**src/source/adapter_pkg.sv**
```systemverilog
`default_nettype none

package adapter_pkg;

  // transfer_in gathers narrow beats, transfer_out emits a held word or its slices
  typedef enum logic [1:0] {idle, transfer_in, transfer_out} adapter_state_t;

endpackage

`default_nettype wire

```
**src/source/stream_pkg.sv**
```systemverilog
`default_nettype none

package stream_pkg;

  // lane counts of the chain as built by default
  localparam int IN_BYTES  = 4;
  localparam int MID_BYTES = 1;  // the buffer between the adapters is byte wide
  localparam int OUT_BYTES = 2;

  localparam int FIFO_DEPTH_DEFAULT = 16;

  typedef logic [7:0]              byte_t;
  typedef logic [IN_BYTES*8-1:0]   in_data_t;
  typedef logic [IN_BYTES-1:0]     in_keep_t;
  typedef logic [OUT_BYTES*8-1:0]  out_data_t;
  typedef logic [OUT_BYTES-1:0]    out_keep_t;

endpackage

`default_nettype wire

```
**src/source/axis_adapter.sv**
```systemverilog
`timescale 1ns/1ps
`default_nettype none

module axis_adapter
  import stream_pkg::*, adapter_pkg::*;
#(
  parameter int IN_KEEP_WIDTH  = 4,
  parameter int OUT_KEEP_WIDTH = 1,
  localparam int IN_DATA_W     = IN_KEEP_WIDTH * $bits(byte_t),
  localparam int OUT_DATA_W    = OUT_KEEP_WIDTH * $bits(byte_t)
) (
  input  wire                        clk,
  input  wire                        rst,
  input  wire  [IN_DATA_W-1:0]       s_tdata,
  input  wire  [IN_KEEP_WIDTH-1:0]   s_tkeep,
  input  wire                        s_tvalid,
  output logic                       s_tready,
  input  wire                        s_tlast,
  input  wire                        s_tuser,
  output logic [OUT_DATA_W-1:0]      m_tdata,
  output logic [OUT_KEEP_WIDTH-1:0]  m_tkeep,
  output logic                       m_tvalid,
  input  wire                        m_tready,
  output logic                       m_tlast,
  output logic                       m_tuser
);

  localparam bit EXPAND     = OUT_KEEP_WIDTH > IN_KEEP_WIDTH;
  localparam int KEEP_W     = EXPAND ? OUT_KEEP_WIDTH : IN_KEEP_WIDTH;  // the wider side
  localparam int DATA_W     = KEEP_W * $bits(byte_t);
  localparam int CYCLES     = EXPAND ? OUT_KEEP_WIDTH / IN_KEEP_WIDTH :
                                       IN_KEEP_WIDTH / OUT_KEEP_WIDTH;
  localparam int SEG_KEEP_W = KEEP_W / CYCLES;
  localparam int SEG_DATA_W = SEG_KEEP_W * $bits(byte_t);
  localparam int CNT_W      = $clog2(CYCLES) + 1;  // widening counts up to CYCLES itself

  adapter_state_t            state_reg, state_next;
  logic [CNT_W-1:0]          cnt_reg, cnt_next;
  logic [DATA_W-1:0]         hold_data_reg, hold_data_next;
  logic [KEEP_W-1:0]         hold_keep_reg, hold_keep_next;
  logic                      hold_last_reg, hold_last_next;
  logic                      hold_user_reg, hold_user_next;
  logic                      s_tready_next;

  // beat offered by the core to the skid stage
  logic [OUT_DATA_W-1:0]     int_tdata;
  logic [OUT_KEEP_WIDTH-1:0] int_tkeep;
  logic                      int_tvalid, int_tlast, int_tuser;
  logic                      int_tready, int_tready_early;

  ////////////////////////////////////////////////////////////
  // core state machine
  ////////////////////////////////////////////////////////////

  if (CYCLES == 1) begin : g_pass
    always_comb begin
      state_next     = idle;
      cnt_next       = '0;
      hold_data_next = hold_data_reg;
      hold_keep_next = hold_keep_reg;
      hold_last_next = hold_last_reg;
      hold_user_next = hold_user_reg;
      s_tready_next  = int_tready_early;
      int_tdata      = s_tdata;
      int_tkeep      = s_tkeep;
      int_tvalid     = s_tvalid && s_tready;
      int_tlast      = s_tlast;
      int_tuser      = s_tuser;
    end
  end else if (EXPAND) begin : g_widen
    logic start;  // first narrow beat of a new word is taken

    always_comb begin
      state_next     = state_reg;
      cnt_next       = cnt_reg;
      hold_data_next = hold_data_reg;
      hold_keep_next = hold_keep_reg;
      hold_last_next = hold_last_reg;
      hold_user_next = hold_user_reg;
      s_tready_next  = 1'b0;
      start          = 1'b0;
      int_tdata      = hold_data_reg;
      int_tkeep      = hold_keep_reg;
      int_tvalid     = 1'b0;
      int_tlast      = hold_last_reg;
      int_tuser      = hold_user_reg;
      case (state_reg)
        idle: begin
          s_tready_next = 1'b1;
          start         = s_tready && s_tvalid;
        end
        transfer_in: begin
          s_tready_next = 1'b1;
          if (s_tready && s_tvalid) begin
            hold_data_next[cnt_reg*SEG_DATA_W +: SEG_DATA_W] = s_tdata;
            hold_keep_next[cnt_reg*SEG_KEEP_W +: SEG_KEEP_W] = s_tkeep;
            hold_last_next = s_tlast;
            hold_user_next = s_tuser;
            cnt_next       = cnt_reg + 1'b1;
            if (cnt_reg == CNT_W'(CYCLES - 1) || s_tlast) begin
              s_tready_next = int_tready_early;  // the word can leave as the next one starts
              state_next    = transfer_out;
            end
          end
        end
        default: begin
          int_tvalid = 1'b1;
          if (int_tready) begin
            s_tready_next = 1'b1;
            state_next    = idle;
            start         = s_tready && s_tvalid;
          end
        end
      endcase
      if (start) begin
        hold_data_next                   = '0;
        hold_data_next[SEG_DATA_W-1:0]   = s_tdata;
        hold_keep_next                   = '0;
        hold_keep_next[SEG_KEEP_W-1:0]   = s_tkeep;
        hold_last_next                   = s_tlast;
        hold_user_next                   = s_tuser;
        cnt_next                         = CNT_W'(1);
        s_tready_next                    = !s_tlast;
        state_next                       = s_tlast ? transfer_out : transfer_in;
      end
    end
  end else begin : g_narrow
    logic [DATA_W-1:0] cur_data;
    logic [KEEP_W-1:0] cur_keep;
    logic              cur_last, cur_user;
    logic [CNT_W-1:0]  seg;
    logic              last_seg;

    always_comb begin
      state_next     = state_reg;
      cnt_next       = cnt_reg;
      hold_data_next = hold_data_reg;
      hold_keep_next = hold_keep_reg;
      hold_last_next = hold_last_reg;
      hold_user_next = hold_user_reg;
      s_tready_next  = 1'b0;
      // idle slices the incoming word directly, later segments come from the held copy
      if (state_reg == idle) begin
        cur_data = s_tdata;
        cur_keep = s_tkeep;
        cur_last = s_tlast;
        cur_user = s_tuser;
        seg      = '0;
      end else begin
        cur_data = hold_data_reg;
        cur_keep = hold_keep_reg;
        cur_last = hold_last_reg;
        cur_user = hold_user_reg;
        seg      = cnt_reg;
      end
      if (seg == CNT_W'(CYCLES - 1)) begin
        last_seg = 1'b1;
      end else begin
        last_seg = cur_keep[seg*SEG_KEEP_W +: SEG_KEEP_W] != '1 ||
                   cur_keep[(seg+1)*SEG_KEEP_W +: SEG_KEEP_W] == '0;
      end
      int_tdata  = cur_data[seg*SEG_DATA_W +: SEG_DATA_W];
      int_tkeep  = cur_keep[seg*SEG_KEEP_W +: SEG_KEEP_W];
      int_tvalid = 1'b0;
      int_tlast  = cur_last && last_seg;  // last and user only on the final slice
      int_tuser  = cur_user && last_seg;
      case (state_reg)
        idle: begin
          s_tready_next = 1'b1;
          if (s_tready && s_tvalid) begin
            hold_data_next = s_tdata;
            hold_keep_next = s_tkeep;
            hold_last_next = s_tlast;
            hold_user_next = s_tuser;
            int_tvalid     = 1'b1;
            cnt_next       = int_tready ? CNT_W'(1) : '0;
            if (!last_seg || !int_tready) begin
              s_tready_next = 1'b0;
              state_next    = transfer_out;
            end
          end
        end
        default: begin
          int_tvalid = 1'b1;
          if (int_tready) begin
            cnt_next = cnt_reg + 1'b1;
            if (last_seg) begin
              s_tready_next = 1'b1;
              state_next    = idle;
            end
          end
        end
      endcase
    end
  end

  always_ff @(posedge clk) begin
    if (rst) begin
      state_reg <= idle;
      cnt_reg   <= '0;
      s_tready  <= 1'b0;
    end else begin
      state_reg <= state_next;
      cnt_reg   <= cnt_next;
      s_tready  <= s_tready_next;
    end
  end

  always_ff @(posedge clk) begin
    hold_data_reg <= hold_data_next;
    hold_keep_reg <= hold_keep_next;
    hold_last_reg <= hold_last_next;
    hold_user_reg <= hold_user_next;
  end

  ////////////////////////////////////////////////////////////
  // output skid stage
  ////////////////////////////////////////////////////////////

  logic [OUT_DATA_W-1:0]     skid_tdata;
  logic [OUT_KEEP_WIDTH-1:0] skid_tkeep;
  logic                      skid_tvalid, skid_tlast, skid_tuser;
  logic                      load_out, load_skid, drain_skid;

  // predicts whether a core beat can be taken on the next cycle
  assign int_tready_early = m_tready || (!skid_tvalid && (!m_tvalid || !int_tvalid));

  assign load_out   = int_tready && (m_tready || !m_tvalid);
  assign load_skid  = int_tready && !m_tready && m_tvalid;  // in-flight beat parks here
  assign drain_skid = !int_tready && m_tready;

  always_ff @(posedge clk) begin
    if (rst) begin
      int_tready  <= 1'b0;
      m_tvalid    <= 1'b0;
      skid_tvalid <= 1'b0;
    end else begin
      int_tready <= int_tready_early;
      if (load_out) begin
        m_tvalid <= int_tvalid;
      end else if (drain_skid) begin
        m_tvalid <= skid_tvalid;
      end
      if (load_skid) begin
        skid_tvalid <= int_tvalid;
      end else if (drain_skid) begin
        skid_tvalid <= 1'b0;
      end
    end
  end

  always_ff @(posedge clk) begin
    if (load_out) begin
      m_tdata <= int_tdata;
      m_tkeep <= int_tkeep;
      m_tlast <= int_tlast;
      m_tuser <= int_tuser;
    end else if (drain_skid) begin
      m_tdata <= skid_tdata;
      m_tkeep <= skid_tkeep;
      m_tlast <= skid_tlast;
      m_tuser <= skid_tuser;
    end
    if (load_skid) begin
      skid_tdata <= int_tdata;
      skid_tkeep <= int_tkeep;
      skid_tlast <= int_tlast;
      skid_tuser <= int_tuser;
    end
  end

endmodule

`default_nettype wire

```
**src/source/axis_fifo.sv**
```systemverilog
`timescale 1ns/1ps
`default_nettype none

module axis_fifo
  import stream_pkg::*;
#(
  parameter int DEPTH = FIFO_DEPTH_DEFAULT
) (
  input  wire         clk,
  input  wire         rst,
  input  wire byte_t  s_tdata,
  input  wire         s_tkeep,
  input  wire         s_tvalid,
  output logic        s_tready,
  input  wire         s_tlast,
  input  wire         s_tuser,
  output byte_t       m_tdata,
  output logic        m_tkeep,
  output logic        m_tvalid,
  input  wire         m_tready,
  output logic        m_tlast,
  output logic        m_tuser
);

  localparam int ADDR_W = $clog2(DEPTH);

  byte_t           mem_data [DEPTH];
  logic            mem_keep [DEPTH];
  logic            mem_last [DEPTH];
  logic            mem_user [DEPTH];
  logic [ADDR_W:0] wr_ptr, rd_ptr;  // extra bit tells full from empty
  logic            full, empty;
  logic            wr_en, rd_en, out_load, bypass;

  assign full  = wr_ptr[ADDR_W] != rd_ptr[ADDR_W] &&
                 wr_ptr[ADDR_W-1:0] == rd_ptr[ADDR_W-1:0];
  assign empty = wr_ptr == rd_ptr;

  assign s_tready = !full;
  assign wr_en    = s_tvalid && !full;
  assign out_load = m_tready || !m_tvalid;       // head register free this cycle
  assign rd_en    = out_load && !empty;
  assign bypass   = out_load && empty && wr_en;  // write goes straight to the head

  always_ff @(posedge clk) begin
    if (rst) begin
      wr_ptr   <= '0;
      rd_ptr   <= '0;
      m_tvalid <= 1'b0;
    end else begin
      if (wr_en && !bypass) begin
        wr_ptr <= wr_ptr + 1'b1;
      end
      if (rd_en) begin
        rd_ptr <= rd_ptr + 1'b1;
      end
      if (out_load) begin
        m_tvalid <= rd_en || bypass;
      end
    end
  end

  always_ff @(posedge clk) begin
    if (wr_en && !bypass) begin
      mem_data[wr_ptr[ADDR_W-1:0]] <= s_tdata;
      mem_keep[wr_ptr[ADDR_W-1:0]] <= s_tkeep;
      mem_last[wr_ptr[ADDR_W-1:0]] <= s_tlast;
      mem_user[wr_ptr[ADDR_W-1:0]] <= s_tuser;
    end
    if (rd_en) begin
      m_tdata <= mem_data[rd_ptr[ADDR_W-1:0]];
      m_tkeep <= mem_keep[rd_ptr[ADDR_W-1:0]];
      m_tlast <= mem_last[rd_ptr[ADDR_W-1:0]];
      m_tuser <= mem_user[rd_ptr[ADDR_W-1:0]];
    end else if (bypass) begin
      m_tdata <= s_tdata;
      m_tkeep <= s_tkeep;
      m_tlast <= s_tlast;
      m_tuser <= s_tuser;
    end
  end

endmodule

`default_nettype wire

```
**src/source/axis_width_chain.sv**
```systemverilog
`timescale 1ns/1ps
`default_nettype none

module axis_width_chain
  import stream_pkg::*;
#(
  parameter int IN_BYTES   = stream_pkg::IN_BYTES,
  parameter int OUT_BYTES  = stream_pkg::OUT_BYTES,
  parameter int FIFO_DEPTH = FIFO_DEPTH_DEFAULT
) (
  input  wire            clk,
  input  wire            rst,
  input  wire in_data_t  s_axis_tdata,
  input  wire in_keep_t  s_axis_tkeep,
  input  wire            s_axis_tvalid,
  output logic           s_axis_tready,
  input  wire            s_axis_tlast,
  input  wire            s_axis_tuser,
  output out_data_t      m_axis_tdata,
  output out_keep_t      m_axis_tkeep,
  output logic           m_axis_tvalid,
  input  wire            m_axis_tready,
  output logic           m_axis_tlast,
  output logic           m_axis_tuser
);

  // byte stream between the narrowing adapter and the FIFO
  byte_t mid_tdata;
  logic  mid_tkeep, mid_tvalid, mid_tready, mid_tlast, mid_tuser;

  // byte stream between the FIFO and the widening adapter
  byte_t buf_tdata;
  logic  buf_tkeep, buf_tvalid, buf_tready, buf_tlast, buf_tuser;

  axis_adapter #(.IN_KEEP_WIDTH(IN_BYTES), .OUT_KEEP_WIDTH(MID_BYTES)) u_narrow (
    .clk      (clk),
    .rst      (rst),
    .s_tdata  (s_axis_tdata),
    .s_tkeep  (s_axis_tkeep),
    .s_tvalid (s_axis_tvalid),
    .s_tready (s_axis_tready),
    .s_tlast  (s_axis_tlast),
    .s_tuser  (s_axis_tuser),
    .m_tdata  (mid_tdata),
    .m_tkeep  (mid_tkeep),
    .m_tvalid (mid_tvalid),
    .m_tready (mid_tready),
    .m_tlast  (mid_tlast),
    .m_tuser  (mid_tuser)
  );

  axis_fifo #(.DEPTH(FIFO_DEPTH)) u_buffer (
    .clk      (clk),
    .rst      (rst),
    .s_tdata  (mid_tdata),
    .s_tkeep  (mid_tkeep),
    .s_tvalid (mid_tvalid),
    .s_tready (mid_tready),
    .s_tlast  (mid_tlast),
    .s_tuser  (mid_tuser),
    .m_tdata  (buf_tdata),
    .m_tkeep  (buf_tkeep),
    .m_tvalid (buf_tvalid),
    .m_tready (buf_tready),
    .m_tlast  (buf_tlast),
    .m_tuser  (buf_tuser)
  );

  axis_adapter #(.IN_KEEP_WIDTH(MID_BYTES), .OUT_KEEP_WIDTH(OUT_BYTES)) u_widen (
    .clk      (clk),
    .rst      (rst),
    .s_tdata  (buf_tdata),
    .s_tkeep  (buf_tkeep),
    .s_tvalid (buf_tvalid),
    .s_tready (buf_tready),
    .s_tlast  (buf_tlast),
    .s_tuser  (buf_tuser),
    .m_tdata  (m_axis_tdata),
    .m_tkeep  (m_axis_tkeep),
    .m_tvalid (m_axis_tvalid),
    .m_tready (m_axis_tready),
    .m_tlast  (m_axis_tlast),
    .m_tuser  (m_axis_tuser)
  );

endmodule

`default_nettype wire

```
**config.mk**
```make
export PLATFORM = sky130hd
export DESIGN_NAME = axis_width_chain
export DESIGN_NICKNAME = d
export VERILOG_FILES = /design/src/source/adapter_pkg.sv /design/src/source/stream_pkg.sv /design/src/source/axis_adapter.sv /design/src/source/axis_fifo.sv /design/src/source/axis_width_chain.sv
export SDC_FILE = /design/constraint.sdc
export NUM_CORES = 1
export LEC_CHECK = 0
export ABC_CLOCK_PERIOD_IN_PS = 4900
export BUFFER_PORTS_ARGS = -buffer_cell sky130_fd_sc_hd__clkbuf_2
export CORE_AREA = 10 10 168 170
export DETAILED_ROUTE_END_ITERATION = 6
export DIE_AREA = 0 0 178 180
export GPL_TIMING_DRIVEN = 1
export PLACE_DENSITY = 0.71
export SLEW_MARGIN = 20
export SYNTH_ARGS = -nofsm -noshare
export SYNTH_HDL_FRONTEND = slang
export SYNTH_SLANG_ARGS = --single-unit
```
**constraint.sdc**
```tcl
create_clock -name clk -period 4.9 [get_ports clk]
set_input_delay 0 -clock clk [delete_from_list [all_inputs] [get_ports clk]]
set_output_delay 0 -clock clk [all_outputs]
set_load 0.05 [all_outputs]
```
======== Word level (Yosys, flattened, before mapping) ========
Memory sizes are Yosys's and may differ from the RTL's. A register that Yosys moved wholly into a read port is not among the register bits.
Cells that the tools add are included.
word-level totals
  flip-flop bits (word level) ............. 159
  RAM bits ................................ 176
  input port bits ......................... 42
  output and inout bits ................... 22
  logic and storage cells ................. 237
  memories kept ........................... 4
memory list
  memory             words  bits a word  rd ports  clocked after Yosys merged registers in  wr ports  line             text
  u_buffer.mem_data  16     8            1         1                                        1         axis_fifo.sv:27  byte_t mem_data [DEPTH];
  u_buffer.mem_keep  16     1            1         1                                        1         axis_fifo.sv:28  logic mem_keep [DEPTH];
  u_buffer.mem_last  16     1            1         1                                        1         axis_fifo.sv:29  logic mem_last [DEPTH];
  u_buffer.mem_user  16     1            1         1                                        1         axis_fifo.sv:30  logic mem_user [DEPTH];
operators by class
  $add $sub $neg .......................... 7
  eq/ne operators ......................... 11
  shift-type cells ........................ 7
  muxes and demuxes ....................... 95
  bitwise logic cells ..................... 2
  reduce and logical (&&, ||, !) cells .... 65
operators by type and width
  kind                       count
  $mux W8                    7
  $mux W1                    55
  $mux W4                    9
  $neg A2 Y34                1
  $neg A5 Y34                1
  $shift A1 B34 Y2 const A   1
  $shift A8 B34 Y16 const A  1
  $shiftx A1 B34 Y2          1
  $shiftx A8 B34 Y16         1
  $shiftx A4 B33 Y1          1
  $mux W16                   2
  $mux W32                   1
  $shiftx A32 B7 Y8          1
  $mux W2                    12
  $logic_and A1 B1 Y1        20
  $reduce_bool A2 Y1         9
  $bwmux W16                 1
  $logic_not A1 Y1           14
  $mux W3                    4
  $logic_or A1 B1 Y1         11
  $add A5 B1 Y5 const B      2
  $reduce_and A2 Y1          4
  $reduce_and A4 Y1          2
  $ne A3 B1 Y1 const B       2
  other kinds (18)           24

======== Logic depth before layout (Yosys ltp) ========
Gate-level depths: netlist of the first run.
  word-level depth ........................ 12
  gate-level depth with buffers ........... 8
  gate-level depth less buffers ........... 7

======== Cells and area by module ========
A second synthesis of the first run with hierarchy kept.
unflattened totals
  cell total of the unflattened synthesis .. 783
  area, all modules ....................... 13490.4 µm²
by module, submodules not included
  module                   instances  cells an instance  area each (µm²)  sequential area each (µm²)
  axis_fifo                1          445                8000.2           5915.7
  axis_adapter (u_widen)   1          183                2765.2           1871.8
  axis_adapter (u_narrow)  1          155                2725.1           1961.9

======== Least setup slack after synthesis of the first run ========
No wires, ideal clock.
  kind .................................... reg-to-reg
  start ................................... reg u_buffer.wr_ptr[3]
  end ..................................... mem u_buffer.mem_data[0][0] (netlist name) (enable)
  setup time .............................. 0.393 ns
  data arrival time ....................... 1.799 ns
  required time ........................... 4.507 ns
  setup slack ............................. 2.708 ns
  cell stages (with the launch flop) ...... 7
  buffers on the path ..................... 1
  clock period less this slack ............ 2.192 ns
  cells stage by stage .................... dfxtp_1 buf_4 xnor2_2 nand4_4 o21a_4 nand2_1 nor3_1
on the way
  cells in the longest elaborated chain, start to end .. 9
  elaborated cells between the ends (all ways) .. 11
  those cells by class .................... eq/ne: 2; mux: 2; reduce/logical: 7
ends and longest elaborated chain
  item                           line             text
  start, declared                axis_fifo.sv:31  logic [ADDR_W:0] wr_ptr, rd_ptr;
  start signal, assigned         axis_fifo.sv:52  wr_ptr <= wr_ptr + 1'b1;
  $eq A4 B4 Y1                   axis_fifo.sv:36  wr_ptr[ADDR_W-1:0] == rd_ptr[ADDR_W-1:0];
  $logic_and A1 B1 Y1            axis_fifo.sv:35  assign full = wr_ptr[ADDR_W] != rd_ptr[ADDR_W] &&
  $logic_not A1 Y1               axis_fifo.sv:40  assign wr_en = s_tvalid && !full;
  $logic_and A1 B1 Y1            axis_fifo.sv:40
  $logic_and A1 B1 Y1            axis_fifo.sv:43  assign bypass = out_load && empty && wr_en;
  $logic_not A1 Y1               axis_fifo.sv:64  if (wr_en && !bypass) begin
  $logic_and A1 B1 Y1            axis_fifo.sv:64
  $mux W1                        axis_fifo.sv:64
  $mux W1 (not written as such)  axis_fifo.sv:65  mem_data[wr_ptr[ADDR_W-1:0]] <= s_tdata;
  end, declared                  axis_fifo.sv:27
Parallel ways exist; a longest one is shown, timed or not.

==> key figures, run 1 <==
Run status
  – Outcome: complete, no violations

Yosys
  – Register area share after synthesis: 72.82%
  – Synthesized area per cell: 16.35 sq um
  – Yosys top cell area share: 66.84%
  – Cell count after synthesis: 819
  – Post-synth EDFFs: 298
  – Synthesized area: 0.01339 sq mm
  – Top post-synthesis cells by area: edfxtp_1, dfxtp_1, mux4_2, mux2i_1, mux2_2
  – Main flop type after synthesis: edfxtp_1
  – Syn_nets: 870
  – Unique masters post-synth: 54
  – Yosys warns: 0
  – Synth async-reset ratio: 0%
  – Cell type with the highest aggregate area in the netlist: edfxtp_1
  – FF+latch count, synth: 338

Detailed routing
  – Drt first-iter violations: 705
  – DRC Markers: 0
  – Pre-antenna DRT Iters: 5
  – Via density: 5.671
  – Antenna Nets Post-Route: 0
  – WL final: 27.51 mm
  – Drt wl/cell: 21.20 um
  – Vias: 7361

CTS
  – Root Driver: clkbuf_16
  – Clock Tree Buf Depth: 3
  – CTS tree: done
  – Clock Latency Late Sink: 0.51 ns
  – Post-CTS setup buffer count: 0
  – H-tree depth: 2
  – CTS Buf Count: 35
  – CTS Sinks: 338
  – CTS clock-pin slew for the worst setup and hold paths: 0.06 ns

Floorplanning
  – I/O pin count: 64
  – Die footprint: 0.03204 sq mm
  – Die X: 178 um
  – Initial Util: 53.79%
  – Core Rows: 58
  – Core area: 0.02489 sq mm
  – DIE HEIGHT: 180 um

Flow run
  – Total of max-cap violations: 0

Timing
  – Setup TNS after final layout: 0 ns
  – Hold Violations, Final: 0
  – Final setup fails: 0
  – FMAX: 0.4047 GHz
  – Slew Limit Fails: 0
  – Worst-Margin Slew: 1.062 ns
  – Layout Skew: 0.02384 ns
  – RSZ-0062 raised after global routing: no
  – Rel. slew slack: 29.23%
  – Final min period: 2.471 ns
  – Tcrit/Tclk final: 50.42%

Critical path
  – CP Class: register to register
  – Most frequent CP cell: a21oi_1
  – R2R depth: 6
  – Startpoint Class: register
  – Worst-path maximum fanout: 18
  – Critical path arrival: 2.70 ns
  – Worst endpoint required time: 5.13 ns
  – CP cell instances: buf_4, mux4_2, nor2_1, a221oi_1, a21oi_1, a21oi_1
  – Crit-path slowest cell: dfxtp_2
  – CP max stage delay: 0.70 ns
  – Critical Path Sink Type: register

Global route
  – Initial antenna violation count: 0
  – Largest net degree at the start of global routing: 42
  – Gr ovfl total: 0
  – Vias in the first global route: 7611
  – Total GRT Usage: 17.24%
  – First-pass GRT wire length: 43.30 mm

Placed design
  – IO buf count: 63
  – Gpl congestion: 0.7718
  – Placed wire-length estimate: 16.77 mm

Finish
  – Register area: 0.009752 sq mm
  – Diodes inserted: 0
  – Synth-to-Final Area Change: 16.46%
  – Final Util: 62.64%
  – NumNets Final: 994
  – Largest register FFs: 128
  – FILL cells: 1740
  – Layout cells sized above 1: 22.21%
  – Multi-input gate area: 0.003362 sq mm

Power and ir drop
  – Power per cell area: 408.2 mW/mm^2
  – Leak Pwr: 5.224 nW
  – Worst VDD drop: 0.3087 mV

Min path
  – Worst hold stages: 2
  – HP Class: primary input to register
worst max-delay path, delay by kind of cell (launching register included):
kind            cells  cell delay [ns]
mux                 1             0.54
flops               1             0.70
compound gates      3             0.38
buf+inv             1             0.46
simple gates        1             0.10
where the power goes:
part           total [mW]  switching [mW]  internal, mW
clock                2.54            1.06          1.48
combinational       0.478           0.297         0.181
sequential           3.35          0.0914          3.26
total                6.36            1.45          4.92
through the flow:
step / setup slack [ns] / instance area [sq um] / std cells / total power, mW / hold slack [ns]
2_1_floorplan: 2.708 / 13390 / 819 / 3.705 / 0.09887
3_3_place_gp: 2.488 / 14090 / 1196 / 3.848 / 0.1764
3_5_place_dp: 2.410 / 14090 / 1196 / 3.864 / 0.1787
4_1_cts: 2.381 / 15590 / 1298 / 6.413 / 0.04972
5_1_grt: 2.197 / 15590 / 1298 / 6.595 / 0.09547
6_report: 2.429 / 15590 / 1298 / 6.364 / 0.06004
cells by family (layout without fill, tap and decap cells):
| logic type | after synthesis | in the layout | synth area share [%] |
|---|---|---|---|
| compound gates | 110 | 110 | 5.093 |
| flops | 338 | 338 | 72.82 |
| mux | 112 | 112 | 11.96 |
| buf+inv | 58 | 207 | 2.093 |
| simple gates | 179 | 179 | 6.224 |
| fa+ha+maj | 9 | 9 | 0.8411 |
| xor+xnor | 13 | 13 | 0.9626 |
layout make-up:
class | count | area share (%)
multi-input combinational | 423 | 21.56
inverter | 17 | 0.4093
clock buffer | 46 | 6.083
sequential | 338 | 62.55
tap | 330 | 2.648
timing repair buffer | 128 | 5.794
clock inverter | 16 | 0.9550
path summary, 6_finish.rpt:
kind	from	end	slack, ns
worst max register to register	register	u_buffer.m_tdata[0]	2.43
worst min register to register	u_widen.hold_data_reg[5]	u_widen.skid_tdata[5]	0.45
worst max-delay path	register	u_buffer.m_tdata[0]	2.43
worst min-delay path	rst	u_narrow.skid_tvalid	0.06
cells in the mapped netlist, types with 3 or more instances:
| library cell | n |
|---|---|
| o21a_1 | 3 |
| mux4_2 | 34 |
| a21oi_1 | 62 |
| mux2_1 | 11 |
| mux2i_1 | 37 |
| nand2b_1 | 8 |
| mux2_2 | 29 |
| o21ai_0 | 5 |
| buf_4 | 5 |
| clkbuf_1 | 18 |
| a31oi_1 | 7 |
| xnor2_1 | 7 |
| nor2_1 | 71 |
| nor3_1 | 8 |
| dfxtp_1 | 40 |
| nand3_1 | 9 |
| nand4_1 | 7 |
| buf_2 | 11 |
| ha_1 | 9 |
| nor2b_1 | 15 |
| inv_1 | 16 |
| xor2_1 | 4 |
| edfxtp_1 | 298 |
| buf_6 | 4 |
| nand2_1 | 47 |
| o22ai_1 | 8 |
| buf_1 | 3 |
| a221oi_1 | 10 |
placed cells by master, fill, tap and decap left out, types with 3 or more instances in the layout:
master / synthesis / final
clkbuf_2: 0 / 63
inv_1: 16 / 16
clkbuf_1: 18 / 9
edfxtp_1: 298 / 298
nand2b_1: 8 / 8
a31oi_1: 7 / 7
mux2_2: 29 / 29
dlygate4sd3_1: 0 / 40
o21ai_0: 5 / 5
nor3_1: 8 / 8
xor2_1: 4 / 4
clkbuf_16: 0 / 36
dfxtp_1: 40 / 38
clkinv_1: 1 / 5
mux4_2: 34 / 34
a21oi_1: 62 / 62
o21a_1: 3 / 3
nand2_1: 47 / 47
mux2i_1: 37 / 37
clkinv_2: 0 / 5
nand4_1: 7 / 7
xnor2_1: 7 / 7
nor2_1: 71 / 71
nor2b_1: 15 / 15
a221oi_1: 10 / 10
buf_4: 5 / 25
nand3_1: 9 / 9
o22ai_1: 8 / 8
ha_1: 9 / 9
mux2_1: 11 / 11
metal layers:
layer	part of all wire, %	track usage (%)	wire length, um
met1	40	21.75	10910
met2	51	29.07	13910
met3	7.2	3.646	1989
met4	2.6	5.404	705
met5	0	0	0
repair_timing:
| item | CTS | global route |
|---|---|---|
| hold endpoints to repair | 57 | 0 |
| gates resized for setup | 0 | 0 |
| hold buffers | 40 | 0 |
No activity file was read; power rests on OpenSTA's default activity.
==> run 2, diff against run 1 <==
- ABC_CLOCK_PERIOD_IN_PS: 4900 -> 2430
- clock period: 4.9 -> 2.43 ns (I/O delays scaled with it)
==> key figures, run 2 (synthesized netlist as in run 1, its figures left out) <==
Finish
  – Most frequent cells in the layout: edfxtp_1, nor2_1, clkbuf_2
  – NumNets Final: 1007
  – Commonest non-fill, non-tap cell in the layout: edfxtp_1
  – Layout cells sized above 1: 23.67%
  – Largest register FFs: 128
  – Diodes inserted: 0
  – Synth-to-Final Area Change: 17.62%

Timing
  – Worst-Margin Slew: 1.084 ns
  – Setup TNS after final layout: 0 ns
  – Layout Skew: 0.02263 ns
  – FMAX: 0.4378 GHz
  – Slew Limit Fails: 0
  – Hold Violations, Final: 0
  – Setup ws final: 0.1460 ns
  – RSZ-0062 raised after global routing: no
  – Final min period: 2.284 ns
  – Tcrit/Tclk final: 93.99%
  – Final setup fails: 0
  – Rel. slew slack: 27.46%

Critical path
  – Most frequent CP cell: nor2_1
  – R2R setup slack: 0.15 ns
  – CP cell instances: xor2_1, nor2_1, o21a_4, nand2_1, nor2_1
  – Worst r2r src: u_buffer.rd_ptr[4]
  – Critical Path Sink Type: register
  – Critical path arrival: 2.40 ns
  – Worst-path maximum fanout: 11
  – Startpoint Class: register
  – Crit-path slowest cell: nor2_1
  – R2R depth: 5
  – FF-to-FF End: u_buffer.mem_data[8][7]
  – CP Class: register to register
  – Worst endpoint required time: 2.54 ns
  – CP max stage delay: 0.81 ns

Global route
  – First-pass GRT wire length: 42.55 mm
  – Largest net degree at the start of global routing: 34
  – Initial antenna violation count: 0
  – Gr ovfl total: 0
  – Vias in the first global route: 7369
  – Total GRT Usage: 16.93%

CTS
  – CTS Buf Count: 34
  – Post-CTS setup buffer count: 0
  – Clock Tree Buf Depth: 3
  – Root Driver: clkbuf_16
  – CTS Sinks: 338
  – CTS clock-pin slew for the worst setup and hold paths: 0.06 ns
  – H-tree depth: 2
  – Clock Latency Late Sink: 0.51 ns
  – CTS tree: done

Placed design
  – Placed wire-length estimate: 16.45 mm
  – Setup slack at placement: 0.1356 ns
  – IO buf count: 63
  – Gpl congestion: 0.8152

Floorplanning
  – Die footprint: 0.03204 sq mm
  – Die X: 178 um
  – I/O pin count: 64
  – Initial Util: 53.79%
  – DIE HEIGHT: 180 um
  – Core Rows: 58
  – Core area: 0.02489 sq mm

Detailed routing
  – Drt first-iter violations: 619
  – Antenna Nets Post-Route: 0
  – Vias: 7215
  – DRC Markers: 0
  – WL final: 26.79 mm
  – Via density: 5.508
  – Pre-antenna DRT Iters: 4
  – Drt wl/cell: 20.45 um

Min path
  – Worst-case hold path end point: u_narrow.skid_tvalid
  – Worst hold stages: 2
  – Min-delay src: rst
  – HP Class: primary input to register

Run status
  – Outcome: complete, no violations

Power and ir drop
  – Power per cell area: 820.4 mW/mm^2
  – Worst VDD drop: 0.6342 mV
  – Leak Pwr: 5.311 nW

Flow run
  – Total of max-cap violations: 0
## run 2: changes by cell type in the layout (fill, tap and decap cells not counted), sizes merged
cell	before	now
clkinv	11	8
clkinvlp	2	0
bufinv	2	3
clkbuf	109	112
inv	18	17
buf	25	39
## run 2: repair_timing
| item | in CTS | in global routing |
|---|---|---|
| hold buffers | 40 | 0 |
| resized for setup | 0 | 3 |
| hold endpoints to repair | 55 | 0 |
| endpoints found under the setup margin | 0 | 22 |
## run 2: routing by layer
layer	wire [um]	global-route usage, %	vias to the layer above	share of wire, %
li1	-	-	3396	-
met1	11300	22.65	3553	42
met2	13320	27.67	216	50
met3	1544	3.185	50	5.8
met4	619	4.770	0	2.3
met5	0	0	-	0
## run 2: worst max path at each step
stage | startpoint | end | slack (ns) | depth (start not counted)
finish | u_buffer.rd_ptr[4] | u_buffer.mem_data[8][7] | 0.15 | 5
global route | u_buffer.rd_ptr[4] | u_buffer.mem_data[8][7] | 0.03 | 5
detailed placement | u_buffer.rd_ptr[4] | u_buffer.mem_data[10][5] | 0.14 | 5
CTS | u_buffer.rd_ptr[4] | u_buffer.mem_data[10][4] | 0.12 | 5
floorplan | u_buffer.wr_ptr[3] | u_buffer.mem_data[0][0] | 0.24 | 6
global placement | u_buffer.rd_ptr[4] | u_buffer.mem_data[10][3] | 0.19 | 5
## run 2: report_power, final
part,switching [mW],internal (mW)
registers,0.175,6.57
clock network,2.07,3.09
logic,0.610,0.402
total,2.86,10.1
## run 2: metrics by stage
step                      total power, mW  utilization (%)  hold WS (ns)  area, sq um  std cells
final                               12.92            63.26       0.09489        15750       1310
after global routing                13.35            63.26        0.1294        15750       1310
after CTS                           12.98            63.22       0.08086        15740       1310
after detailed placement            7.827            57.19        0.1787        14240       1210
after global placement              7.801            57.19        0.1769        14240       1210
after floorplan                     7.472                -       0.09887        13390        819
## run 2: cell type report
class	count	area (sq um)
clock inverter	11	131.4
timing repair buffer	142	1046
tap	330	412.9
multi-input combinational	423	3372
clock buffer	49	968.4
inverter	17	63.81
fill	1718	9145
sequential	338	9752
## run 2: critical path, delay by kind of cell (launching register included)
kind | cells | cell delay [ns]
AOI/OAI and AO/OA | 1 | 0.18
and+or+nand+nor | 3 | 1.16
DFF | 1 | 0.34
xor gates and xnor gates | 1 | 0.20
